File: config.mk
export PLATFORM = sky130hd
export DESIGN_NAME = pixel_fetch
export DESIGN_NICKNAME = d
export VERILOG_FILES = /design/src/rtl/fb_pkg.sv /design/src/rtl/pixel_fetch.sv
export VERILOG_INCLUDE_DIRS = /design/src /design/src/rtl
export SDC_FILE = /design/constraint.sdc
export NUM_CORES = 1
export LEC_CHECK = 0
export BUFFER_PORTS_ARGS = -buffer_cell sky130_fd_sc_hd__buf_2
export CORE_MARGIN = 10
export CORE_UTILIZATION = 40
export CTS_CLUSTER_DIAMETER = 120
export DETAILED_ROUTE_END_ITERATION = 10
export PLACE_DENSITY = 0.77
export SETUP_SLACK_MARGIN = 0.15
export SLEW_MARGIN = 10
export SYNTH_ARGS = -nofsm -noshare
export SYNTH_HDL_FRONTEND = slang
export SYNTH_SLANG_ARGS = --single-unit
File: constraint.sdc
create_clock -name clk -period 7.15 [get_ports clk]
set_input_delay 0.3575 -clock clk [delete_from_list [all_inputs] [get_ports clk]]
set_output_delay 0.3575 -clock clk [all_outputs]
set_load 0.02 [all_outputs]
File: src/rtl/fb_params.svh
`ifndef FB_PARAMS_SVH
`define FB_PARAMS_SVH

// UART bit timing
`define FB_CLKS_PER_BIT 50
`define FB_CNT_W        8

// 640x480 video timing, counted in pixel ticks
`define FB_PIX_DIV      2
`define FB_H_TOTAL      800
`define FB_V_TOTAL      525
`define FB_H_SYNC       96
`define FB_V_SYNC       2
`define FB_H_START      144
`define FB_V_START      35
`define FB_H_ACTIVE     640
`define FB_V_ACTIVE     480
`define FB_H_W          10
`define FB_V_W          10

// Stored frame, doubled on both axes
`define FB_RES_X        320
`define FB_RES_Y        240
`define FB_SCALE        2
`define FB_DEPTH        76800
`define FB_ADDR_W       17
`define FB_COLOR_W      4

`endif
File: src/rtl/fb_pkg.sv
`include "fb_params.svh"

package fb_pkg;

    typedef enum logic [1:0] {
        RX_IDLE,
        RX_START,
        RX_DATA,
        RX_STOP
    } rx_state_e;

    typedef logic [`FB_ADDR_W-1:0] fb_addr_t;

    // Stored byte, 00RRGGBB
    typedef logic [7:0] fb_pixel_t;

    typedef struct packed {
        logic      en;
        fb_addr_t  addr;
        fb_pixel_t data;
    } fb_wr_t;

    // Scan position inside the visible window
    typedef struct packed {
        logic                active;
        logic [`FB_H_W-1:0]  x;
        logic [`FB_V_W-1:0]  y;
    } fb_coord_t;

    typedef struct packed {
        logic [`FB_COLOR_W-1:0] r;
        logic [`FB_COLOR_W-1:0] g;
        logic [`FB_COLOR_W-1:0] b;
        logic                   h_sync;
        logic                   v_sync;
        logic                   de;
    } video_t;

endpackage

File: src/rtl/pixel_fetch.sv
`timescale 1ns/1ps
`include "fb_params.svh"

module pixel_fetch import fb_pkg::*; (
    input  logic      clk,
    input  logic      rst,
    input  fb_coord_t coord,
    input  logic      h_sync,
    input  logic      v_sync,
    output fb_addr_t  rd_addr,
    input  fb_pixel_t rd_data,
    output video_t    video
);

    localparam fb_addr_t RES_X = fb_addr_t'(`FB_RES_X);
    localparam video_t VIDEO_IDLE = '{r: '0, g: '0, b: '0,
                                      h_sync: 1'b1, v_sync: 1'b1, de: 1'b0};

    logic act_d;
    logic hs_d;
    logic vs_d;

    // Two stored bits widen to a full channel, low bits zero
    function automatic logic [`FB_COLOR_W-1:0] chan(input logic [1:0] v);
        return {v, {(`FB_COLOR_W - 2){1'b0}}};
    endfunction

    // Each stored pixel covers a 2x2 block on screen
    assign rd_addr = fb_addr_t'(coord.x / `FB_SCALE)
                   + fb_addr_t'(coord.y / `FB_SCALE) * RES_X;

    // Stage 1 runs alongside the memory read
    always_ff @(posedge clk) begin
        if (rst) begin
            act_d <= 1'b0;
            hs_d  <= 1'b1;
            vs_d  <= 1'b1;
        end else begin
            act_d <= coord.active;
            hs_d  <= h_sync;
            vs_d  <= v_sync;
        end
    end

    // Stage 2 output register, blanked outside the window
    always_ff @(posedge clk) begin
        if (rst) begin
            video <= VIDEO_IDLE;
        end else begin
            video.de     <= act_d;
            video.h_sync <= hs_d;
            video.v_sync <= vs_d;
            video.r      <= act_d ? chan(rd_data[5:4]) : '0;
            video.g      <= act_d ? chan(rd_data[3:2]) : '0;
            video.b      <= act_d ? chan(rd_data[1:0]) : '0;
        end
    end

endmodule

==> impl_metrics.tcl <==
set metrics [dict create \
    outcome "finished, final reports clean" \
    initial_core_util_pct 43.3 \
    synth_area_sq_um 986 \
    yosys-top-cells-count "ha_1 (17), buf_4 (12), dfxtp_1 (12)" \
    finalCritPeriodShare_pct 46.2 \
    cp-start-kind "input port" \
    syn_area_per_cell_sq_um 9.30 \
    clock_path_buffers 2 \
    cp.arrival_ps 2940 \
    clk_latency_ps 270 \
    grt_pass1_wl_mm 3.95 \
    postRouteAntennaNets 0 \
    rsz0062_at_grt "false" \
    synthMuxAreaShare_pct 0 \
    via_per_inst 4.68 \
    worst-path-buf-inv 2 \
    synthCells 106 \
    synth_top_family_by_area "adder cells" \
    period_minus_slack_ps 3300 \
    antenna_found_initial 0 \
    wl_per_cell_microns 13.4 \
    dr.pass1.iters 3 \
    slew_viol_final 0 \
    ys_ff_latch 12 \
    root_buffer "clkbuf_4" \
    critical_path.slowest_cell "fa_1" \
    cts_resized 0 \
    synth-xor-area-share_pct 12.4 \
    vias 809 \
    drv_cap 0 \
    min-delay-path-class "in2reg" \
    grt.total_usage_pct 9.48 \
    port-buffer-count 42 \
    leakage_uw 0.000647 \
    grt_max_degree 8 \
    hold_ws_ps 269 \
    yosys.area_share.simple_pct 15.9 \
    die-area_sq_um 4850 \
    required_ps 6790 \
    synth_edf_count 0 \
    place.gp.congestion 0.755 \
    fill_cells 220 \
    critPathMaxFanout 3 \
    synth-compound-area-share_pct 10.3 \
    power_density_nw_per_um2 196 \
    rows 17 \
    fin_skew_ps 4.26 \
    drive_above_1_share_pct 35.2 \
    yosysMostFrequentCell "ha_1" \
    synth.top_cells.by_area "dfxtp_1 (24%), ha_1 (22%), buf_4 (9.1%)" \
    yosysUniqueCellTypes 25 \
    synth_top_area_share_pct 24.4 \
    cts_tree "yes" \
    die_h_microns 69.6 \
    yosys.area_share.adder_pct 25.6 \
    ys_seq_area_share_pct 24.4 \
    ff_latch_area_sq_um 240 \
    fmax_mhz 303 \
    yosysTopAreaCell "dfxtp_1" \
    grt_pass1_vias 907 \
    worstSetupPathType "in2out" \
    hold_violations 0 \
    gr-total-overflow 0 \
    pin_count 65 \
    vdd_drop_max_mv 0.128 \
    drt-total-wl_mm 2.32 \
    post_cts_buffers 0 \
    area_growth_syn_to_layout_pct 21.3 \
    synth_ff_type "dfxtp_1" \
    cts_max_level 1 \
    multi_input_area_sq_um 656 \
    cp-end-kind "output pin" \
    drc 0 \
    fin_nets 198 \
    numCtsBuffers 3 \
    clk_pin_slew_ps 70 \
    synth_warnings 0 \
    die_x_microns 69.6 \
    cts_sinks 12 \
    path_delay_family "adder cells" \
    setup_viol 0 \
    slowest_delay_ps 410 \
    tns_ps 0 \
    insertedDiodeCount 0 \
    core_area_sq_um 2280 \
    drt-initial-drc-count 23 \
    cts_hold_buf 0 \
    async_reset_ff_share_pct 0 \
    dpl.hpwl_mm 2.13 \
    crit_chain "buf_2, ha_1, ha_1, fa_1, a211oi_1, nor2_1, xor2_1, nand3_1, or3b_1, xnor2_1, buf_2" \
]
## flip-flops by register name (all words and copies together) (netlist names)
name / flops
video: 9
act_d: 1
hs_d: 1
vs_d: 1
## final cells by class
class                           count  share of cell area [%]
Timing Repair Buffer               42                    17.6
Inverter                            5                    1.57
Clock buffer                        4                    3.03
Multi-Input combinational cell     82                    54.8
Tap cell                           28                    2.93
Sequential cell                    12                    20.1
## power breakdown
| group | internal (uW) | switching, uW | leakage, uW |
|---|---|---|---|
| clock | 30.9 | 21.2 | 0.0000210 |
| combinational | 44.6 | 68.4 | 0.000528 |
| sequential | 69.2 | 0.524 | 0.0000986 |
## per-stage QoR
stage / cell area [sq um] / std cells / power, uW / utilization, % / setup slack, ps
2_1_floorplan: 1000 / 111 / 158 / - / 4090
3_3_place_gp: 1160 / 169 / 182 / 51.0 / 3910
3_5_place_dp: 1160 / 169 / 186 / 51.0 / 3810
4_1_cts: 1200 / 173 / 239 / 52.6 / 3810
5_1_grt: 1200 / 173 / 252 / 52.6 / 3560
6_report: 1200 / 173 / 235 / 52.6 / 3850
## worst register-to-register path, stage by stage (launching register included)
cell and delay [ps]:
dfxtp_1 310, nor2b_1 300, and2_1 180
## kinds of logic after synthesis
family | Yosys count
xor+xnor | 14
simple gates | 27
compound gates | 16
flops | 12
buf+inv | 17
fa+ha+maj | 19
other cells | 1
## cells in the final DEF (no fill, tap or decap), drive strengths merged, types with 3 or more instances in the layout
cell / instances
buf: 42
ha: 17
dfxtp: 12
xor2: 7
xnor2: 7
and2: 6
conb: 6
inv: 5
nor2: 5
a21oi: 4
a21o: 4
or2: 4
clkbuf: 4
nand3: 3
nand2: 3
nor2b: 3
o21ai: 3
## routing by layer
layer / wire length, microns / vias up / global-route usage (%)
met5: 0 / - / 0
met4: 6 / 0 / 3.70
met3: 225 / 4 / 3.99
li1: - / 417 / -
met1: 824 / 356 / 8.09
met2: 1270 / 32 / 18.6
## path summary, 6_finish.rpt
| check | to | cells after the start | startpoint | slack (ps) |
|---|---|---|---|---|
| setup reg to reg | video[9] | 2 | act_d | 6310 |
| setup / recovery | rd_addr[16] | 11 | coord[2] | 3850 |
| hold / removal | vs_d | 2 | v_sync | 270 |
| hold reg to reg | video[1] | 1 | vs_d | 420 |
Power figures use the tool's default switching activity.
