<file path="src/rtl/fb_params.svh">
`ifndef FB_PARAMS_SVH
`define FB_PARAMS_SVH

// UART bit timing
`define FB_CLKS_PER_BIT 50
`define FB_CNT_W        8

// 640x480 video timing, counted in pixel ticks
`define FB_PIX_DIV      2
`define FB_H_TOTAL      800
`define FB_V_TOTAL      525
`define FB_H_SYNC       96
`define FB_V_SYNC       2
`define FB_H_START      144
`define FB_V_START      35
`define FB_H_ACTIVE     640
`define FB_V_ACTIVE     480
`define FB_H_W          10
`define FB_V_W          10

// Stored frame, doubled on both axes
`define FB_RES_X        320
`define FB_RES_Y        240
`define FB_SCALE        2
`define FB_DEPTH        76800
`define FB_ADDR_W       17
`define FB_COLOR_W      4

`endif
</file>
<file path="src/rtl/fb_pkg.sv">
`include "fb_params.svh"

package fb_pkg;

    typedef enum logic [1:0] {
        RX_IDLE,
        RX_START,
        RX_DATA,
        RX_STOP
    } rx_state_e;

    typedef logic [`FB_ADDR_W-1:0] fb_addr_t;

    // Stored byte, 00RRGGBB
    typedef logic [7:0] fb_pixel_t;

    typedef struct packed {
        logic      en;
        fb_addr_t  addr;
        fb_pixel_t data;
    } fb_wr_t;

    // Scan position inside the visible window
    typedef struct packed {
        logic                active;
        logic [`FB_H_W-1:0]  x;
        logic [`FB_V_W-1:0]  y;
    } fb_coord_t;

    typedef struct packed {
        logic [`FB_COLOR_W-1:0] r;
        logic [`FB_COLOR_W-1:0] g;
        logic [`FB_COLOR_W-1:0] b;
        logic                   h_sync;
        logic                   v_sync;
        logic                   de;
    } video_t;

endpackage

</file>
<file path="src/rtl/vga_timing.sv">
`timescale 1ns/1ps
`include "fb_params.svh"

module vga_timing import fb_pkg::*; (
    input  logic      clk,
    input  logic      rst,
    output logic      pix_tick,
    output fb_coord_t coord,
    output logic      h_sync,
    output logic      v_sync
);

    localparam int DIV_W = (`FB_PIX_DIV > 1) ? $clog2(`FB_PIX_DIV) : 1;
    localparam int HW    = `FB_H_W;
    localparam int VW    = `FB_V_W;

    localparam logic [DIV_W-1:0] DIV_LAST = DIV_W'(`FB_PIX_DIV - 1);
    localparam logic [HW-1:0] H_LAST  = HW'(`FB_H_TOTAL - 1);
    localparam logic [VW-1:0] V_LAST  = VW'(`FB_V_TOTAL - 1);
    localparam logic [HW-1:0] H_SYNC  = HW'(`FB_H_SYNC);
    localparam logic [VW-1:0] V_SYNC  = VW'(`FB_V_SYNC);
    localparam logic [HW-1:0] H_START = HW'(`FB_H_START);
    localparam logic [VW-1:0] V_START = VW'(`FB_V_START);
    localparam logic [HW-1:0] H_END   = HW'(`FB_H_START + `FB_H_ACTIVE);
    localparam logic [VW-1:0] V_END   = VW'(`FB_V_START + `FB_V_ACTIVE);

    logic [DIV_W-1:0] div_cnt;
    logic [HW-1:0]    h_cnt;
    logic [VW-1:0]    v_cnt;
    logic             h_act;
    logic             v_act;

    // Pixel clock enable
    always_ff @(posedge clk) begin
        if (rst) begin
            div_cnt <= '0;
        end else begin
            div_cnt <= pix_tick ? '0 : div_cnt + 1'b1;
        end
    end

    assign pix_tick = (div_cnt == DIV_LAST);

    always_ff @(posedge clk) begin
        if (rst) begin
            h_cnt <= '0;
            v_cnt <= '0;
        end else if (pix_tick) begin
            if (h_cnt == H_LAST) begin
                h_cnt <= '0;
                v_cnt <= (v_cnt == V_LAST) ? '0 : v_cnt + 1'b1;
            end else begin
                h_cnt <= h_cnt + 1'b1;
            end
        end
    end

    // Syncs are active low at the start of each count
    assign h_sync = (h_cnt >= H_SYNC);
    assign v_sync = (v_cnt >= V_SYNC);

    assign h_act = (h_cnt >= H_START) && (h_cnt < H_END);
    assign v_act = (v_cnt >= V_START) && (v_cnt < V_END);

    always_comb begin
        coord.active = h_act && v_act;
        coord.x      = coord.active ? h_cnt - H_START : '0;
        coord.y      = coord.active ? v_cnt - V_START : '0;
    end

endmodule

</file>
<file path="config.mk">
export PLATFORM = sky130hd
export DESIGN_NAME = vga_timing
export DESIGN_NICKNAME = d
export VERILOG_FILES = /design/src/rtl/fb_pkg.sv /design/src/rtl/vga_timing.sv
export VERILOG_INCLUDE_DIRS = /design/src /design/src/rtl
export SDC_FILE = /design/constraint.sdc
export NUM_CORES = 1
export LEC_CHECK = 0
export ABC_AREA = 1
export BUFFER_PORTS_ARGS = -buffer_cell sky130_fd_sc_hd__buf_2
export CAP_MARGIN = 25
export CORE_ASPECT_RATIO = 0.9
export CORE_UTILIZATION = 32
export CTS_BUF_LIST = sky130_fd_sc_hd__clkbuf_2
export CTS_CLUSTER_DIAMETER = 50
export CTS_CLUSTER_SIZE = 25
export DETAILED_ROUTE_END_ITERATION = 12
export HOLD_SLACK_MARGIN = 0.05
export SLEW_MARGIN = 20
export SYNTH_ARGS = -nofsm -noshare
export SYNTH_HDL_FRONTEND = slang
export SYNTH_SLANG_ARGS = --single-unit
</file>
<file path="constraint.sdc">
create_clock -name clk -period 1.7 [get_ports clk]
set_clock_uncertainty 0.15 [all_clocks]
set_input_delay 0 -clock clk [delete_from_list [all_inputs] [get_ports clk]]
set_output_delay 0 -clock clk [all_outputs]
set_load 0.005 [all_outputs]
</file>
==> impl_metrics.toml <==
[run_status]
outcome = "finished with violations"
violations = "negative setup slack"

[global_routing]
grt_overflow = 0
antenna_found_initial = 0
track_usage = 0.171
grt_pass1_wl_um = 7730
grt_max_degree = 14
grt_pass1_vias = 1673

[clock_tree]
cts_buffers = 3
clock_latency_ns = 0.37
path_clk_slew_ns = 0.27
cts_max_level = 1
cts_tree = "done"
clock_path_buffers = 2
cts-root-buf = "clkbuf_2"
cts_sinks = 21

[synth]
syn_avg_cell_area_um2 = 6.22
syn_inst = 282
synth_compound_area_frac = 0.0614
synth_flop_cell = "dfxtp_1"
ys_seq_area_frac = 0.240
ys_async_sr_fraction = 0
synth_common_cells = "75 x nand2_1, 40 x nor2_1, 32 x inv_1"
synth_area_leaders = "dfxtp_1 24%, nand2_1 16%, nor2_1 8.6%, nand3_1 7.1%, inv_1 6.9%"
yosys_warnings = 0
synth_top_area_share = 0.240
synth_top_family_by_area = "simple AND/OR/NAND/NOR gates"
synth_fa_ha_area_frac = 0.0642
yosys.area.top_type = "dfxtp_1"
syn_area_um2 = 1750
ys_types = 25
syn_nets = 293
synth_most_common_cell = "nand2_1"
synthMuxAreaShare = 0
synth-xor-area-share = 0.0400
synth_edf_count = 0
synthSimpleGateAreaFrac = 0.479
ys_ff_latch = 21

[sta]
tightestPinTransition_ns = 0.343
worst_slew_margin_rel = 0.770
finalSetupViolCount = 22
grt_setup_unrepaired = "true"
finalHoldViolCount = 0
layout_min_cycle_time_ns = 1.98
fmax_mhz = 505
fin_crit_sh = 1.16
maxSlewViolCount = 0
hold_slack_ns = 0.199
fin_ws_ns = -0.280

[floorplan]
rows = 25
die_area_um2 = 5780
io_pins = 26
dieHeight_um = 72.2
core_region_area_um2 = 5260
dieWidth_um = 80.0
initial_core_util = 0.334

[setup_path]
reg2reg_to = "h_cnt[6]$_SDFFE_PP0P_"
end_kind = "output pin"
worstPathArrival_ns = 1.83
reg2reg_slack_ns = 0.07
cp-start-kind = "flop"
cp.required_ns = 1.55
r2r_cells = 9
worstReg2RegStart = "h_cnt[4]$_SDFFE_PP0P_"
cp_max_fo = 8
path_class = "reg2out"

[min_path]
min_to = "pix_tick$_SDFF_PP0_"
hold_path_class = "in2reg"
whs_path_depth = 3
min_from = "rst"

[place]
routabilityCongestion = 0.875
io_buffers = 25
dpl_cell_area_um2 = 2060
dpl.hpwl_um = 3440
pre_cts_ws_ns = 0.0196

[detailed_routing]
wl_met1_um = 2370
drtIter0Drc = 134
wl_met3_um = 121
dr.pass1.iters = 5
highest_layer = "met4"
ant_nets = 0
wl_met2_um = 2270
avgViaCountPerCell = 4.74
drcViolationCount = 0
wl_per_cell_um = 11.8
vias = 1934
routed_wirelength_um = 4830

[pwr]
powerDensity_nw_per_um2 = 346
leakagePower_uw = 0.00121
ir_worst_vdd_uv = 250
p_clk_frac = 0.285
switching_share = 0.291
p_int_uw = 609
pwr-share-comb = 0.128
seq_power_share = 0.587
p_sw_uw = 251

[run]
cap_violations = 0

[finish]
finalNetCount = 353
area_growth_pct = 41.8
final_core_util = 0.473
antenna_cells = 0
drive_gt1_frac = 0.419
stdcell_area_um2 = 2480
cell families after synthesis:
group / Yosys count
simple gates: 181
buf+inv: 43
flops: 21
compound gates: 20
fa+ha+maj: 9
xor+xnor: 8
metal layers:
layer | up-vias | global-route usage
li1 | 1005 | -
met1 | 888 | 0.242
met2 | 35 | 0.286
met3 | 6 | 0.00377
met4 | 0 | 0.0476
met5 | - | 0
layout by cell type (no fill, tap or decap), types with 2 or more instances in the layout:
cell and count:
inv_4 2, inv_1 25, ha_2 2, dfxtp_1 14, buf_6 3, clkbuf_2 3
o21ai_0 4, nand2_4 6, nand3_1 20, buf_12 2, buf_4 29, dfxtp_2 7
ha_1 3, nand3_2 4, inv_2 9, nor2_4 15, nor2_2 19, a21oi_2 2
nand4_1 5, ha_4 4, nor3_1 7, nor2_1 31, nand2_1 69, nand2_2 5
buf_2 25, a21oi_1 9, xor2_1 7
cell type report:
type / count / area, um^2
Timing Repair Buffer: 61 / 454
Fill cell: 524 / 2770
Sequential cell: 21 / 429
Multi-Input combinational cell: 219 / 1360
Clock buffer: 3 / 15.0
Inverter: 36 / 140
Clock inverter: 1 / 7.51
Tap cell: 67 / 83.8
worst max-delay path by stage:
stage / from / to / cells after the start
6_report: h_cnt[1]$_SDFFE_PP0P_ / coord[16] / 10
3_3_place_gp: h_cnt[0]$_SDFFE_PP0P_ / v_cnt[3]$_SDFFE_PP0P_ / 6
3_5_place_dp: h_cnt[0]$_SDFFE_PP0P_ / v_cnt[3]$_SDFFE_PP0P_ / 7
2_1_floorplan: h_cnt[4]$_SDFFE_PP0P_ / coord[10] / 10
5_1_grt: h_cnt[1]$_SDFFE_PP0P_ / coord[18] / 10
4_1_cts: h_cnt[4]$_SDFFE_PP0P_ / coord[11] / 11
flip-flops by register name, indices dropped and copies added (netlist names):
register,flops
v_cnt,10
pix_tick,1
h_cnt,10
what timing repair did:
action	4_1_cts	5_1_grt
hold buffers	1	0
pin swaps	11	16
gates resized for setup	38	32
endpoints found under the hold margin	15	0
setup endpoints to repair	29	39
gates cloned	2	0
setup buffers	12	3
critical path, stage by stage (launching register included):
cell and delay, ns:
dfxtp_2 0.39, inv_2 0.07, ha_4 0.15, nand3_4 0.09
nor2_2 0.12, nor2_1 0.06, nor2_2 0.14, nand2_4 0.10
buf_12 0.16, nor2_2 0.07, buf_2 0.11
power groups by stage:
stage	Combinational, uW	Sequential (uW)	Clock (uW)
5_1_grt	118	507	269
3_5_place_dp	59.3	514	0
4_1_cts	91.1	505	257
3_3_place_gp	58.7	514	0
6_report	110	505	245
2_1_floorplan	33.8	514	0
metrics by stage:
step	setup TNS, ns	total power, uW	std cells
2_1_floorplan	0	548	282
3_3_place_gp	0	573	387
3_5_place_dp	0	574	387
4_1_cts	-5.56	853	406
5_1_grt	-8.68	894	408
6_report	-5.70	860	408
(Power assumes the default switching activity.)
