--- config.mk ---
export PLATFORM = sky130hd
export DESIGN_NAME = fb_writer
export DESIGN_NICKNAME = d
export VERILOG_FILES = /design/src/rtl/fb_pkg.sv /design/src/rtl/fb_writer.sv
export VERILOG_INCLUDE_DIRS = /design/src /design/src/rtl
export SDC_FILE = /design/constraint.sdc
export NUM_CORES = 1
export LEC_CHECK = 0
export ABC_AREA = 1
export BUFFER_PORTS_ARGS = -buffer_cell sky130_fd_sc_hd__buf_2
export CELL_PAD_IN_SITES_DETAIL_PLACEMENT = 0
export CELL_PAD_IN_SITES_GLOBAL_PLACEMENT = 1
export CORE_MARGIN = 2
export CORE_UTILIZATION = 28
export CTS_CLUSTER_DIAMETER = 30
export DETAILED_ROUTE_END_ITERATION = 8
export GPL_TIMING_DRIVEN = 0
export PLACE_DENSITY = 0.7
export REMOVE_ABC_BUFFERS = 1
export SLEW_MARGIN = 20
export SYNTH_ARGS = -nofsm -noshare
export SYNTH_HDL_FRONTEND = slang
export SYNTH_SLANG_ARGS = --single-unit
--- constraint.sdc ---
create_clock -name clk -period 2.4 [get_ports clk]
set_clock_uncertainty 0.15 [all_clocks]
set_input_delay 0.36 -clock clk [delete_from_list [all_inputs] [get_ports clk]]
set_output_delay 0.36 -clock clk [all_outputs]
set_load 0.05 [all_outputs]
--- src/rtl/fb_params.svh ---
`ifndef FB_PARAMS_SVH
`define FB_PARAMS_SVH

// UART bit timing
`define FB_CLKS_PER_BIT 50
`define FB_CNT_W        8

// 640x480 video timing, counted in pixel ticks
`define FB_PIX_DIV      2
`define FB_H_TOTAL      800
`define FB_V_TOTAL      525
`define FB_H_SYNC       96
`define FB_V_SYNC       2
`define FB_H_START      144
`define FB_V_START      35
`define FB_H_ACTIVE     640
`define FB_V_ACTIVE     480
`define FB_H_W          10
`define FB_V_W          10

// Stored frame, doubled on both axes
`define FB_RES_X        320
`define FB_RES_Y        240
`define FB_SCALE        2
`define FB_DEPTH        76800
`define FB_ADDR_W       17
`define FB_COLOR_W      4

`endif
--- src/rtl/fb_pkg.sv ---
`include "fb_params.svh"

package fb_pkg;

    typedef enum logic [1:0] {
        RX_IDLE,
        RX_START,
        RX_DATA,
        RX_STOP
    } rx_state_e;

    typedef logic [`FB_ADDR_W-1:0] fb_addr_t;

    // Stored byte, 00RRGGBB
    typedef logic [7:0] fb_pixel_t;

    typedef struct packed {
        logic      en;
        fb_addr_t  addr;
        fb_pixel_t data;
    } fb_wr_t;

    // Scan position inside the visible window
    typedef struct packed {
        logic                active;
        logic [`FB_H_W-1:0]  x;
        logic [`FB_V_W-1:0]  y;
    } fb_coord_t;

    typedef struct packed {
        logic [`FB_COLOR_W-1:0] r;
        logic [`FB_COLOR_W-1:0] g;
        logic [`FB_COLOR_W-1:0] b;
        logic                   h_sync;
        logic                   v_sync;
        logic                   de;
    } video_t;

endpackage

--- src/rtl/fb_writer.sv ---
`timescale 1ns/1ps
`include "fb_params.svh"

module fb_writer import fb_pkg::*; (
    input  logic      clk,
    input  logic      rst,
    input  fb_pixel_t rx_data,
    input  logic      rx_valid,
    output fb_wr_t    wr,
    output fb_addr_t  wr_ptr
);

    localparam fb_addr_t PTR_LAST = fb_addr_t'(`FB_DEPTH - 1);

    logic is_cmd;

    // Bit 7 marks a command byte
    assign is_cmd = rx_data[7];

    always_ff @(posedge clk) begin
        if (rst) begin
            wr.en  <= 1'b0;
            wr_ptr <= '0;
        end else begin
            wr.en <= 1'b0;
            if (rx_valid) begin
                if (is_cmd) begin
                    // Home the pointer, nothing is stored
                    wr_ptr <= '0;
                end else begin
                    wr.en   <= 1'b1;
                    wr.addr <= wr_ptr;
                    wr.data <= rx_data;
                    if (wr_ptr == PTR_LAST) begin
                        wr_ptr <= '0;
                    end else begin
                        wr_ptr <= wr_ptr + 1'b1;
                    end
                end
            end
        end
    end

endmodule

==> flow_summary_export.csv, run 1 <==
group,metric,value,unit
worst_setup_path,crit_path_start_kind,"flip-flop",
routing,vias,1403,
floorplanning,pin_count,54,
clocking,cts_hold_buffers,0,
place,port_buffers,52,
logic_synthesis,synth_edf_count,24,
logic_synthesis,yosys.area.top_type,"edfxtp_1",
routing,wl_per_cell,11.82,µm
logic_synthesis,synth_common_cells,"nand2_1 (57), nor2_1 (34), edfxtp_1 (24)",
logic_synthesis,synth_area_leaders,"edfxtp_1 (41%), dfxtp_1 (20%), nand2_1 (12%)",
global_routing,grt_max_degree,25,
logic_synthesis,muxShareOfSynthArea,0,%
clocking,ctsRootBufferMaster,"clkbuf_8",
logic_synthesis,ys_seq_area_share,61.36,%
sta,post-route-period-util,75.85,%
place,dp.cells,318,
logic_synthesis,yosys.area_share.simple,25.14,%
clocking,cts_sinks,42,
outcome,status,"finished, final reports clean",
logic_synthesis,postSynthCellCount,194,
routing,ant_nets,0,
clocking,clockBufferDepth,2,
layout,num-fill-cells,645,
routing,drt_iter0_markers,65,
logic_synthesis,synth_area,1762,µm²
global_routing,grt_util_met2,18.62,%
clocking,cts_tree,"yes",
sta,maxSlewViolCount,0,
power,leakage,0.8684,nW
sta,period_needed,1.820,ns
worst_setup_path,arrival,1.84,ns
routing,via_per_inst,4.304,
worst_setup_path,end_kind,"flip-flop",
worst_setup_path,crit_fanout,7,
floorplanning,dieArea,6942,µm²
global_routing,grt_pass1_wl,6.354,mm
layout,antennaDiodeCount,0,
global_routing,grt.overflow.total,0,
floorplanning,die_y,83.32,µm
layout,nets,262,
floorplanning,rows,28,
floorplanning,die_w,83.32,µm
clocking,numCtsBuffers,5,
logic_synthesis,async_flop_share,0,%
sta,worst_slack,0.5797,ns
clocking,cts_setup_buffers,0,
global_routing,grt_pass1_vias,1320,
place,hpwl,2.860,mm
clocking,cts-resized-gates,0,
worst_setup_path,crit_path_top_delay_cell,"dfxtp_1",
layout,area_growth,24.36,%
routing,firstDrtPassIters,5,
place,dpl_cell_area,2108,µm²
place,pre_cts_ws,0.3306,ns
logic_synthesis,syn_avg_cell_area,9.081,µm²
logic_synthesis,synth_ff_type,"edfxtp_1",
global_routing,top_usage_layer,"met2",
layout,final_area,2191,µm²
sta,max_freq,549.3,MHz
global_routing,grt_use_met1,14.63,%
worst_setup_path,criticalPathCategory,"flip-flop to flip-flop",
sta,rsz0062_at_grt,"false",
logic_synthesis,synth.most_common_cell,"nand2_1",
logic_synthesis,synth_top_family_by_area,"simple AND/OR/NAND/NOR gates",
global_routing,grtUsageMet3,3.777,%
layout,layout-drive-gt1-share,26.69,%
clocking,clk_pin_slew_worst_paths,0.08,ns
global_routing,grt_usage,11.60,%
job,maxCapViolations,0,
logic_synthesis,synth_compound_area_share,7.031,%
global_routing,antenna_found_initial,0,
worst_setup_path,cp_cell_sequence,"ha_1 > nand2_1 > nor2_2 > nand3_2 > nor2_2 > nor2_1 > o21ai_4 > nor2_1",
place,gp_congestion,0.8045,
sta,hold_ws,0.09460,ns
power,peakVddDrop,0.2424,mV
routing,wirelength,3.852,mm
sta,finalHoldViolations,0,
worst_setup_path,critPathMaxStageDelay,0.42,ns
worst_setup_path,required,2.42,ns
clocking,cts_max_level,2,
sta,worst_pin_slew,0.6950,ns
worst_hold_path,hold_class,"input port to flip-flop",
floorplanning,initial_core_util,29.41,%
routing,drc_errors,0,
logic_synthesis,synth-adder-area-share,0.7102,%
layout,layout.cells.non_filler,326,
sta,slew-limit-headroom,53.56,%
sta,setup_viol,0,
logic_synthesis,synth_top_area_share,40.91,%
logic_synthesis,ys_seq_elements,42,
floorplanning,core_area,5991,µm²
logic_synthesis,yosys.area_share.xor_xnor,1.491,%
logic_synthesis,synthDistinctLibCells,23,
logic_synthesis,ys.warnings.count,0,
clocking,clk_latency,0.29,ns
layout,fin_util,36.57,%
power,p_per_area,593.8,nW/µm²
## cell usage in the layout (no fill, tap or decap), types with 4 or more instances in the layout
| master | count |
|---|---|
| nand2_1 | 57 |
| buf_2 | 52 |
| nor2_1 | 33 |
| edfxtp_1 | 24 |
| dfxtp_1 | 18 |
| inv_1 | 14 |
| a21oi_1 | 9 |
| o21ai_0 | 8 |
| nand3_1 | 6 |
| nand4_1 | 5 |
| clkbuf_8 | 5 |
| nor2_2 | 4 |
## final timing paths
| kind | from | cells past startpoint | slack, ns | endpoint |
|---|---|---|---|---|
| min reg2reg | wr_ptr[5] | 0 | 0.38 | wr[13] |
| min | rx_data[3] | 1 | 0.09 | wr[3] |
| max | wr_ptr[1] | 8 | 0.58 | wr_ptr[8] |
| max reg2reg | wr_ptr[1] | 8 | 0.58 | wr_ptr[8] |
## routing by layer
layer	up-vias	wire (µm)
met2	41	1737
li1	743	-
met4	0	51
met3	5	240
met1	614	1822
met5	-	0
## registers in the layout, summed over array words and instances (netlist names)
name	cells
wr	25
wr_ptr	17
## final cells by class
cell class	count	area (µm²)	share of cell area, %
repair buffers	52	260.3	11.88
flip-flops and latches	42	1081	49.34
well taps	75	93.84	4.283
inverters	15	56.30	2.570
clock inverters	2	10.01	0.4569
multi-input cells	134	616.8	28.16
clock buffers	6	72.57	3.312
## power by group
| group | internal (W) | switching [W] | total (W) |
|---|---|---|---|
| clock network | 0.000202 | 0.000228 | 0.000430 |
| logic | 0.0000187 | 0.0000780 | 0.0000967 |
| registers | 0.000770 | 0.00000431 | 0.000775 |
| total | 0.000991 | 0.000310 | 0.00130 |
## per-stage QoR
stage | total power, W | setup TNS [ns]
after floorplan | 0.0008574 | 0
after global placement | 0.0008880 | -15.90
after detailed placement | 0.0008903 | 0
after CTS | 0.001324 | 0
after global routing | 0.001361 | 0
final | 0.001301 | 0
## logic make-up (layout without fill, tap and decap cells)
kind of cell | Yosys count | in the layout
simple gates | 108 | 108
buf+inv | 18 | 75
xor+xnor | 3 | 3
other cells | 1 | 1
fa+ha+maj | 1 | 1
compound gates | 21 | 21
flops | 42 | 42
## critical path: cells and delay by family (launching register included)
| family | cells | cell delay (ns) |
|---|---|---|
| compound gates | 1 | 0.22 |
| simple gates | 6 | 0.68 |
| fa+ha+maj | 1 | 0.25 |
| flops | 1 | 0.42 |
No activity file was read; power rests on OpenSTA's default activity.
==> run 2, diff against run 1 <==
Settings changed: ABC_AREA 1 to 0, PLACE_DENSITY 0.7 to 0.68.
Clock period 2.4 ns to 1.9 ns, I/O delays scaled along.
==> flow_summary_export.csv, run 2 <==
group,metric,value,unit
routing,wirelength,4.155,mm
logic_synthesis,synth_top_family_by_area,"simple AND/OR/NAND/NOR gates",
worst_setup_path,reg2reg_depth,5,
routing,via_per_inst,4.814,
logic_synthesis,synth_compound_area_share,13.23,%
logic_synthesis,synth-adder-area-share,0.7153,%
job,maxCapViolations,0,
sta,period_needed,1.820,ns
place,port_buffers,52,
global_routing,grt_pass1_vias,1301,
floorplanning,die_y,83.04,µm
sta,hold_ws,0.01965,ns
logic_synthesis,yosys.area_share.xor_xnor,0,%
sta,worst_slack,0.07982,ns
worst_setup_path,cp_cell_sequence,"ha_4 > and4_4 > nand4_4 > or4_1 > a31oi_1",
layout,layout_common_cells,"buf_2 (52), edfxtp_1 (24), nand2_1 (17)",
routing,firstDrtPassIters,4,
layout,layout-drive-gt1-share,37.04,%
global_routing,grt_max_degree,15,
global_routing,grt_pass1_wl,6.686,mm
routing,drc_errors,0,
clocking,cts_sinks,42,
clocking,clk_pin_slew_worst_paths,0.09,ns
logic_synthesis,ys_seq_elements,42,
worst_hold_path,hold-path-cell-count,1,
logic_synthesis,synth.most_common_cell,"edfxtp_1",
worst_setup_path,arrival,1.90,ns
logic_synthesis,ys_seq_area_share,61.80,%
sta,setup_viol,0,
routing,vias,1401,
clocking,cts_max_level,2,
place,pre_cts_ws,-0.7017,ns
clocking,ctsRootBufferMaster,"clkbuf_8",
power,total_power,0.001956,W
logic_synthesis,syn_avg_cell_area,11.43,µm²
sta,maxSlewViolCount,0,
floorplanning,core_area,5991,µm²
worst_setup_path,crit_family,"simple AND/OR/NAND/NOR gates",
logic_synthesis,synth_top_area_share,41.20,%
place,gp_congestion,0.7011,
logic_synthesis,postSynthCellCount,153,
clocking,cts_tree,"yes",
routing,ant_nets,0,
floorplanning,die_w,83.04,µm
worst_setup_path,critPathMaxStageDelay,0.50,ns
logic_synthesis,ys.warnings.count,0,
sta,max_freq,549.4,MHz
power,leakage,0.8813,nW
logic_synthesis,synthDistinctLibCells,42,
layout,final_common_cell,"buf_2",
layout,nets,227,
worst_setup_path,worst-path-stages,5,
worst_setup_path,end_kind,"flip-flop",
power,p_per_area,851.9,nW/µm²
sta,slew-limit-headroom,50.31,%
logic_synthesis,muxShareOfSynthArea,0,%
logic_synthesis,synth_area,1749,µm²
worst_setup_path,crit_path_top_delay_cell,"or4_1",
global_routing,antenna_found_initial,0,
logic_synthesis,synth_ff_type,"edfxtp_1",
sta,finalHoldViolations,0,
floorplanning,initial_core_util,29.20,%
power,peakVddDrop,0.3029,mV
logic_synthesis,yosys.area_share.simple,19.31,%
worst_hold_path,hold_class,"input port to flip-flop",
layout,largest_register_ffs,25,
worst_setup_path,criticalPathCategory,"flip-flop to flip-flop",
clocking,numCtsBuffers,5,
worst_setup_path,required,1.98,ns
logic_synthesis,yosys.area.top_type,"edfxtp_1",
global_routing,grt_usage,12.22,%
worst_setup_path,crit_fanout,6,
place,dp.cells,274,
layout,layout.cells.non_filler,291,
routing,wl_per_cell,14.28,µm
clocking,clk_latency,0.29,ns
global_routing,grt.overflow.total,0,
layout,fin_util,38.32,%
worst_setup_path,crit_path_start_kind,"flip-flop",
place,hpwl,2.642,mm
logic_synthesis,synth_edf_count,24,
layout,area_growth,31.26,%
floorplanning,dieArea,6896,µm²
clocking,clockBufferDepth,2,
sta,worst_pin_slew,0.7427,ns
sta,rsz0062_at_grt,"false",
logic_synthesis,synth_area_leaders,"edfxtp_1 (41%), dfxtp_1 (21%), o21ai_0 (3.7%)",
routing,drt_iter0_markers,105,
logic_synthesis,async_flop_share,0,%
floorplanning,rows,28,
logic_synthesis,synth_common_cells,"edfxtp_1 (24), dfxtp_1 (18), nand2_1 (17)",
layout,largest-register,"wr",
layout,antennaDiodeCount,0,
outcome,status,"finished, final reports clean",
sta,post-route-period-util,95.80,%
layout,top_regs,"wr x25, wr_ptr x17",
worst_setup_path,critPathBufInv,0,
floorplanning,pin_count,54,
-- run 2: cell types whose count changed after synthesis, sizes merged, moves of 3 or more --
| cell | before | now |
|---|---|---|
| inv | 15 | 7 |
| or3 | 0 | 3 |
| o21ai | 9 | 14 |
| a22oi | 0 | 3 |
| nand2 | 57 | 17 |
| nand3 | 7 | 4 |
| nor2 | 38 | 7 |
| nor4 | 0 | 5 |
| nand4 | 5 | 8 |
-- run 2: area by class of cell --
| type | count | area, µm² |
|---|---|---|
| clock buffer | 5 | 68.82 |
| clock inverter | 3 | 68.82 |
| fill | 619 | 3695 |
| inverter | 7 | 30.03 |
| multi-input combinational | 99 | 620.6 |
| sequential | 42 | 1091 |
| tap | 75 | 93.84 |
| timing repair buffer | 59 | 315.3 |
| timing repair inverter | 1 | 7.507 |
-- run 2: worst reg2reg max path: cells and delay by family (launching register included) --
kind	cells	cell delay [ns]
AND/OR/NAND/NOR	3	0.90
flip-flops	1	0.39
adder cells (fa/ha/maj)	1	0.16
AO/OA/AOI/OAI	1	0.16
-- run 2: cells by family (layout without fill, tap and decap cells) --
family,after synthesis,after routing
and+or+nand+nor,58,58
DFF,42,42
AOI/OAI and AO/OA,38,39
buffers and inverters,13,75
adders and majority gates,1,1
other,1,1
-- run 2: worst paths after layout --
kind / end / startpoint / slack, ns
hold / removal: wr[6] / rx_data[6] / 0.02
hold reg to reg: wr[9] / wr_ptr[1] / 0.35
setup / recovery: wr_ptr[12] / wr_ptr[1] / 0.08
setup reg to reg: wr_ptr[12] / wr_ptr[1] / 0.08
-- run 2: what timing repair did --
action,in CTS,in global routing
endpoints found under the hold margin,0,1
setup endpoints to repair,37,10
gates resized for setup,9,4
hold buffers,0,1
setup buffers,3,3
gates cloned,2,0
-- run 2: through the flow --
step           setup TNS, ns  cell area (µm²)
2_1_floorplan         -3.801             1693
3_3_place_gp          -18.66             2047
3_5_place_dp          -19.67             2047
4_1_cts                    0             2256
5_1_grt                    0             2296
6_report                   0             2296
-- run 2: report_power, final --
group,switching (W),internal (W)
combinational,0.000106,0.0000318
clock,0.000315,0.000527
sequential,0.00000568,0.000971
-- run 2: per-layer routing --
layer | up-vias | share of wire, % | GRT usage, %
met2 | 44 | 44 | 17.74
met4 | 0 | 0.84 | 4.173
met5 | - | 0 | 0
li1 | 714 | - | -
met1 | 641 | 49 | 16.98
met3 | 2 | 6.3 | 4.175
