File: config.mk
export PLATFORM = sky130hd
export DESIGN_NAME = uart_rx
export DESIGN_NICKNAME = d
export VERILOG_FILES = /design/src/rtl/fb_pkg.sv /design/src/rtl/uart_rx.sv
export VERILOG_INCLUDE_DIRS = /design/src /design/src/rtl
export SDC_FILE = /design/constraint.sdc
export NUM_CORES = 1
export LEC_CHECK = 0
export ABC_AREA = 0
export BUFFER_PORTS_ARGS = -buffer_cell sky130_fd_sc_hd__buf_2
export CAP_MARGIN = 20
export CELL_PAD_IN_SITES_DETAIL_PLACEMENT = 0
export CELL_PAD_IN_SITES_GLOBAL_PLACEMENT = 1
export CORE_ASPECT_RATIO = 1.4
export CORE_MARGIN = 2
export CORE_UTILIZATION = 35
export CTS_BUF_LIST = sky130_fd_sc_hd__clkbuf_8
export CTS_CLUSTER_DIAMETER = 40
export CTS_CLUSTER_SIZE = 25
export DETAILED_ROUTE_END_ITERATION = 7
export GPL_TIMING_DRIVEN = 0
export PLACE_DENSITY_LB_ADDON = 0.1
export SYNTH_ARGS = -nofsm -noshare
export SYNTH_HDL_FRONTEND = slang
export SYNTH_SLANG_ARGS = --single-unit
File: constraint.sdc
create_clock -name clk -period 2.5 [get_ports clk]
set_clock_uncertainty 0.15 [all_clocks]
set_input_delay 0.25 -clock clk [delete_from_list [all_inputs] [get_ports clk]]
set_output_delay 0.25 -clock clk [all_outputs]
set_load 0.01 [all_outputs]
File: src/rtl/fb_params.svh
`ifndef FB_PARAMS_SVH
`define FB_PARAMS_SVH

// UART bit timing
`define FB_CLKS_PER_BIT 50
`define FB_CNT_W        8

// 640x480 video timing, counted in pixel ticks
`define FB_PIX_DIV      2
`define FB_H_TOTAL      800
`define FB_V_TOTAL      525
`define FB_H_SYNC       96
`define FB_V_SYNC       2
`define FB_H_START      144
`define FB_V_START      35
`define FB_H_ACTIVE     640
`define FB_V_ACTIVE     480
`define FB_H_W          10
`define FB_V_W          10

// Stored frame, doubled on both axes
`define FB_RES_X        320
`define FB_RES_Y        240
`define FB_SCALE        2
`define FB_DEPTH        76800
`define FB_ADDR_W       17
`define FB_COLOR_W      4

`endif
File: src/rtl/fb_pkg.sv
`include "fb_params.svh"

package fb_pkg;

    typedef enum logic [1:0] {
        RX_IDLE,
        RX_START,
        RX_DATA,
        RX_STOP
    } rx_state_e;

    typedef logic [`FB_ADDR_W-1:0] fb_addr_t;

    // Stored byte, 00RRGGBB
    typedef logic [7:0] fb_pixel_t;

    typedef struct packed {
        logic      en;
        fb_addr_t  addr;
        fb_pixel_t data;
    } fb_wr_t;

    // Scan position inside the visible window
    typedef struct packed {
        logic                active;
        logic [`FB_H_W-1:0]  x;
        logic [`FB_V_W-1:0]  y;
    } fb_coord_t;

    typedef struct packed {
        logic [`FB_COLOR_W-1:0] r;
        logic [`FB_COLOR_W-1:0] g;
        logic [`FB_COLOR_W-1:0] b;
        logic                   h_sync;
        logic                   v_sync;
        logic                   de;
    } video_t;

endpackage

File: src/rtl/uart_rx.sv
`timescale 1ns/1ps
`include "fb_params.svh"

module uart_rx import fb_pkg::*; (
    input  logic      clk,
    input  logic      rst,
    input  logic      rx,
    output fb_pixel_t rx_data,
    output logic      rx_valid
);

    localparam int CW = `FB_CNT_W;
    localparam logic [CW-1:0] HALF_LAST = CW'((`FB_CLKS_PER_BIT - 1) / 2);
    localparam logic [CW-1:0] BIT_LAST  = CW'(`FB_CLKS_PER_BIT - 1);

    logic            rx_meta;
    logic            rx_sync;
    rx_state_e       state;
    logic [CW-1:0]   cnt;
    logic [3:0]      bit_idx;
    logic            bit_done;
    fb_pixel_t       shreg;

    // Line idles high, so the synchroniser comes out of reset high
    always_ff @(posedge clk) begin
        if (rst) begin
            rx_meta <= 1'b1;
            rx_sync <= 1'b1;
        end else begin
            rx_meta <= rx;
            rx_sync <= rx_meta;
        end
    end

    assign bit_done = (cnt == BIT_LAST);

    always_ff @(posedge clk) begin
        if (rst) begin
            state    <= RX_IDLE;
            cnt      <= '0;
            bit_idx  <= '0;
            rx_valid <= 1'b0;
        end else begin
            rx_valid <= 1'b0;
            case (state)
                RX_IDLE: begin
                    cnt     <= '0;
                    bit_idx <= '0;
                    if (!rx_sync) begin
                        state <= RX_START;
                    end
                end
                RX_START: begin
                    if (cnt == HALF_LAST) begin
                        cnt <= '0;
                        // A glitch that is gone by mid start bit is dropped
                        state <= rx_sync ? RX_IDLE : RX_DATA;
                    end else begin
                        cnt <= cnt + 1'b1;
                    end
                end
                RX_DATA: begin
                    if (bit_done) begin
                        cnt <= '0;
                        if (bit_idx == 4'd8) begin
                            // Now in the middle of the stop bit
                            state <= RX_STOP;
                        end else begin
                            bit_idx <= bit_idx + 1'b1;
                        end
                    end else begin
                        cnt <= cnt + 1'b1;
                    end
                end
                RX_STOP: begin
                    if (bit_done) begin
                        cnt      <= '0;
                        rx_valid <= 1'b1;
                        state    <= RX_IDLE;
                    end else begin
                        cnt <= cnt + 1'b1;
                    end
                end
                default: state <= RX_IDLE;
            endcase
        end
    end

    // LSB arrives first, so shift in from the top
    always_ff @(posedge clk) begin
        if (state == RX_DATA && bit_done && bit_idx != 4'd8) begin
            shreg <= {rx_sync, shreg[7:1]};
        end
        if (state == RX_STOP && bit_done) begin
            rx_data <= shreg;
        end
    end

endmodule

==> impl_metrics.env, run 1 <==
export IMPL_synthTopCellsByCount="17 x dfxtp_1, 16 x edfxtp_1, 11 x nor2_1"
export IMPL_ys_flop_type="dfxtp_1"
export IMPL_crit_chain="inv_1 > ha_1 > and3b_1 > nor4b_4 > and2_1"
export IMPL_route_vias_total=856
export IMPL_maxCapViolCount=0
export IMPL_cts_made_buffers=5
export IMPL_fp_coreArea_um2=3710
export IMPL_nNetsFinal=138
export IMPL_syn_area_per_cell_um2=12.2
export IMPL_slew_headroom_pct=71.6
export IMPL_yosysWarnings=0
export IMPL_drtPass1Iterations=4
export IMPL_synth_cell_types=36
export IMPL_cp_slowest_stage_delay_ps=450
export IMPL_postCtsHoldBufs=0
export IMPL_status="complete, no violations"
export IMPL_cp_max_fo=8
export IMPL_ys_seq_elements=33
export IMPL_cts_root_buf="clkbuf_8"
export IMPL_cts_tree="done"
export IMPL_final_antenna_net_count=0
export IMPL_antenna_found_initial=0
export IMPL_rsz0062_at_grt="no"
export IMPL_syn2layout_area_growth_pct=15.9
export IMPL_die_w_um=56.9
export IMPL_grt_overflow=0
export IMPL_routedWlPerCell_um=13.5
export IMPL_hold_viol=0
export IMPL_routed_wl_um=2330
export IMPL_worst_endpoint_required_ps=2290
export IMPL_synth_seq_area_share_pct=60.0
export IMPL_cts_max_level=2
export IMPL_hpwl_um=1680
export IMPL_tns_ps=0
export IMPL_ir_drop_uv=394
export IMPL_place_congestion=0.736
export IMPL_dp_slack_ps=223
export IMPL_grt_pass1_vias=907
export IMPL_clkTransAtPathRegs_ps=70
export IMPL_syn_area_um2=1370
export IMPL_drt_iter0_markers=15
export IMPL_seqCellArea_um2=821
export IMPL_path_class="flop to flop"
export IMPL_multi_input_area_um2=503
export IMPL_postCtsSetupBuffers=0
export IMPL_end_kind="flop"
export IMPL_clockBufferDepth=2
export IMPL_hold_path_class="input port to flop"
export IMPL_cp_start_kind="flop"
export IMPL_yosysMostFrequentCell="dfxtp_1"
export IMPL_fp_row_count=26
export IMPL_routed_via_density=4.95
export IMPL_finalCriticalPeriod_ps=2240
export IMPL_slowest_stage="nor4b_4"
export IMPL_start_util_pct=36.9
export IMPL_crit_arrival_ps=2030
export IMPL_ios=12
export IMPL_async_flop_share_pct=0
export IMPL_grt_start_max_net_pins=12
export IMPL_grtUsageTotal_pct=12.6
export IMPL_worst_slew_pin_slew_ps=425
export IMPL_p_leak_nw=0.601
export IMPL_power_density_nw_per_um2=670
export IMPL_cts_sinks=33
export IMPL_cts_resized=0
export IMPL_fillCellCount=365
export IMPL_synth_top_area_share_pct=35.1
export IMPL_grt_pass1_wl_um=4200
export IMPL_finalSetupViolCount=0
export IMPL_n_antenna_cell=0
export IMPL_dieArea_um2=4430
export IMPL_synth_edf_count=16
export IMPL_synthesis_nets=120
export IMPL_synthTopCellsByArea="edfxtp_1 35%, dfxtp_1 25%, ha_1 4.6%"
export IMPL_drcViolationCount=0
export IMPL_maxSlewViolCount=0
export IMPL_layout_setup_ws_ps=259
export IMPL_clk_latency_ps=280
export IMPL_yosys_area_top_type="edfxtp_1"
export IMPL_drive_gt1_share_pct=20.6
export IMPL_holdWs_ps=11.3
export IMPL_fp_dieH_um=78.0
export IMPL_synth_cells=112
export IMPL_fin_crit_sh_pct=89.6
export IMPL_io_buffers=11
export IMPL_timing_fmax_mhz=446
[layout by cell type (no fill, tap or decap), types with 2 or more instances in the layout]
cell and count:
or2_2 2, xor2_1 3, ha_1 5, xnor2_1 4
a21o_1 2, nand3_1 4, buf_2 11, o21ai_0 2
nor2_1 11, clkbuf_1 2, dfxtp_1 17, nand4_1 4
inv_1 7, a21oi_1 3, nand2_1 8, and2_1 2
edfxtp_1 16, clkbuf_8 5
[cell families after synthesis]
logic type	synth area share, %
xor+xnor	4.48
compound gates	7.50
buf+inv	3.29
mux	1.55
flops	60.0
simple gates	18.6
fa+ha+maj	4.57
[state kept, by name (all words and copies together) (netlist names), named ones only]
name and flops:
bit_idx 4, cnt 8, rx_data 8, rx_meta 1, rx_sync 1, rx_valid 1
shreg 8, state 1
[path summary, 6_finish.rpt]
check,endpoint,cells after the start,slack (ps),start
max reg2reg,shreg[1]$_DFFE_PP_,5,260,bit_idx[0]$_SDFFE_PP0P_
max,shreg[1]$_DFFE_PP_,5,260,bit_idx[0]$_SDFFE_PP0P_
min,rx_meta$_SDFF_PP1_,2,10,rx
min reg2reg,rx_sync$_SDFF_PP1_,1,260,rx_meta$_SDFF_PP1_
[metal layers]
metal | GRT usage [%] | up-vias | routed length, um
met1 | 13.8 | 406 | 941
met2 | 21.4 | 14 | 1290
met3 | 4.50 | 2 | 76
met4 | 5.58 | 0 | 24
li1 | - | 434 | -
met5 | 0 | - | 0
[worst max-delay path: cells and delay by family, from the launching register on]
kind	cells	cell delay, ps
and+or+nand+nor	3	1080
DFF	1	400
adders and majority gates	1	200
buffers and inverters	1	80
[area by class of cell]
| class | instances | area share (%) |
|---|---|---|
| Clock buffer | 5 | 4.34 |
| Tap cell | 42 | 3.31 |
| Sequential cell | 33 | 51.7 |
| Clock inverter | 3 | 2.60 |
| Timing Repair Buffer | 11 | 3.47 |
| Buffer | 3 | 1.18 |
| Inverter | 7 | 1.66 |
| Multi-Input combinational cell | 69 | 31.7 |
[where the power goes]
part / switching (mW) / internal [mW] / leakage (nW)
registers: 0.00249 / 0.564 / 0.281
logic: 0.00984 / 0.00658 / 0.268
clock network: 0.187 / 0.293 / 0.0518
total: 0.200 / 0.864 / 0.601
[metrics by stage]
stage | util [%] | std cells | cell area (um^2) | power [mW]
global placement | 39.8 | 165 | 1480 | 0.595
finish | 42.8 | 173 | 1590 | 1.06
CTS | 42.8 | 173 | 1590 | 1.08
global route | 42.8 | 173 | 1590 | 1.11
detailed placement | 39.8 | 165 | 1480 | 0.595
floorplan | - | 112 | 1370 | 0.589
Power figures use the tool's default switching activity.
==> run 2, diff against run 1 <==
--- a/config.mk
+++ b/config.mk
@@ -19,6 +19,7 @@
 export CTS_CLUSTER_SIZE = 25
 export DETAILED_ROUTE_END_ITERATION = 7
 export GPL_TIMING_DRIVEN = 0
+export HOLD_SLACK_MARGIN = 0.1
 export PLACE_DENSITY_LB_ADDON = 0.1
 export SYNTH_ARGS = -nofsm -noshare
 export SYNTH_HDL_FRONTEND = slang
==> run 2 against run 1 <==
Compared with the run above: die area stayed put; critical path type unchanged; global-route usage hardly changed; routed wire length is 0.26% higher; clock-buffer cell count stayed put; design area is 1.3% higher.
==> impl_metrics.env, run 2 (same netlist as run 1, synthesis figures left out) <==
export IMPL_syn2layout_area_growth_pct=17.4
export IMPL_drt_iter0_markers=15
export IMPL_finalCriticalPeriod_ps=2240
export IMPL_end_kind="flop"
export IMPL_utilization_pct=43.3
export IMPL_multi_input_area_um2=503
export IMPL_drcViolationCount=0
export IMPL_maxSlewViolCount=0
export IMPL_seqCellArea_um2=821
export IMPL_final_common_cell="dfxtp_1"
export IMPL_hold_viol=0
export IMPL_slowest_stage="nor4b_4"
export IMPL_worst_endpoint_required_ps=2290
export IMPL_routed_via_density=4.94
export IMPL_fp_row_count=26
export IMPL_routedWlPerCell_um=13.3
export IMPL_grt_pass1_vias=915
export IMPL_dieArea_um2=4430
export IMPL_most_common_layout_cells="17 x dfxtp_1, 16 x edfxtp_1, 11 x nor2_1, 11 x buf_2, 8 x nand2_1"
export IMPL_clockBufferDepth=2
export IMPL_rsz0062_at_grt="no"
export IMPL_ios=12
export IMPL_fillCellCount=363
export IMPL_cp_start_kind="flop"
export IMPL_grt_start_max_net_pins=12
export IMPL_n_antenna_cell=0
export IMPL_clk_latency_ps=280
export IMPL_postCtsHoldBufs=2
export IMPL_top_regs="cnt x8, rx_data x8, shreg x8"
export IMPL_hpwl_um=1680
export IMPL_finalSetupViolCount=0
export IMPL_crit_arrival_ps=2030
export IMPL_start_util_pct=36.9
export IMPL_drtPass1Iterations=4
export IMPL_final_antenna_net_count=0
export IMPL_cp_max_fo=8
export IMPL_nNetsFinal=140
export IMPL_drive_gt1_share_pct=20.3
export IMPL_timing_fmax_mhz=446
export IMPL_tns_ps=0
export IMPL_p_leak_nw=0.610
export IMPL_cts_sinks=33
export IMPL_ir_drop_uv=394
export IMPL_cp_slowest_stage_delay_ps=450
export IMPL_postCtsSetupBuffers=0
export IMPL_power_density_nw_per_um2=664
export IMPL_route_vias_total=864
export IMPL_fp_dieH_um=78.0
export IMPL_cts_resized=0
export IMPL_worst_path_buf_inv=1
export IMPL_cts_max_level=2
export IMPL_cp_top_family="simple AND/OR/NAND/NOR gates"
export IMPL_grt_pass1_wl_um=4210
export IMPL_routed_wl_um=2340
export IMPL_maxCapViolCount=0
export IMPL_fp_coreArea_um2=3710
export IMPL_cts_root_buf="clkbuf_8"
export IMPL_place_congestion=0.736
export IMPL_grt_overflow=0
export IMPL_worst_slew_pin_slew_ps=425
export IMPL_slew_headroom_pct=71.6
export IMPL_fin_crit_sh_pct=89.6
export IMPL_status="complete, no violations"
export IMPL_grtUsageTotal_pct=12.6
export IMPL_io_buffers=11
export IMPL_antenna_found_initial=0
export IMPL_crit_chain="inv_1 > ha_1 > and3b_1 > nor4b_4 > and2_1"
export IMPL_clkTransAtPathRegs_ps=70
export IMPL_die_w_um=56.9
export IMPL_cts_made_buffers=5
export IMPL_path_class="flop to flop"
export IMPL_hold_path_class="flop to flop"
export IMPL_cts_tree="done"
## run 2: changes by cell type in the layout (fill, tap and decap cells not counted)
cell,change
dlygate4sd3_1,+2
## run 2: final cells by class
| type | instances | share of cell area, % |
|---|---|---|
| Sequential cell | 33 | 51.1 |
| Multi-Input combinational cell | 69 | 31.3 |
| Timing Repair Buffer | 13 | 4.67 |
| Clock buffer | 5 | 4.28 |
| Tap cell | 42 | 3.27 |
| Clock inverter | 3 | 2.57 |
| Inverter | 7 | 1.64 |
| Buffer | 3 | 1.17 |
## run 2: worst paths after layout
path	depth (start not counted)	to	slack, ps	startpoint
worst min-delay path	1	rx_sync$_SDFF_PP1_	260	rx_meta$_SDFF_PP1_
worst max register to register	5	shreg[1]$_DFFE_PP_	260	bit_idx[0]$_SDFFE_PP0P_
worst min register to register	1	rx_sync$_SDFF_PP1_	260	rx_meta$_SDFF_PP1_
worst max-delay path	5	shreg[1]$_DFFE_PP_	260	bit_idx[0]$_SDFFE_PP0P_
## run 2: metrics by stage
stage	hold slack, ps	instances	setup slack [ps]	power (mW)	cell area (um^2)
finish	260	175	259	1.07	1610
floorplan	169	112	506	0.589	1370
global route	274	175	38.5	1.11	1610
detailed placement	250	165	223	0.595	1480
CTS	265	175	217	1.09	1610
global placement	242	165	232	0.595	1480
## run 2: worst reg2reg max path: stages (launching register included)
cell,delay (ps)
dfxtp_1,400
inv_1,80
ha_1,200
and3b_1,220
nor4b_4,450
and2_1,410
## run 2: power breakdown
| group | internal [mW] | switching, mW | leakage (nW) |
|---|---|---|---|
| clock | 0.293 | 0.187 | 0.0518 |
| sequential | 0.564 | 0.00249 | 0.281 |
| combinational | 0.00863 | 0.0103 | 0.277 |
## run 2: per-layer routing
| layer | vias up | part of all wire (%) | wire length [um] | global-route usage, % |
|---|---|---|---|---|
| met2 | 14 | 55 | 1290 | 21.5 |
| met1 | 410 | 40 | 946 | 13.8 |
| li1 | 438 | - | - | - |
| met4 | 0 | 1.0 | 24 | 5.58 |
| met5 | - | 0 | 0 | 0 |
| met3 | 2 | 3.3 | 77 | 4.50 |
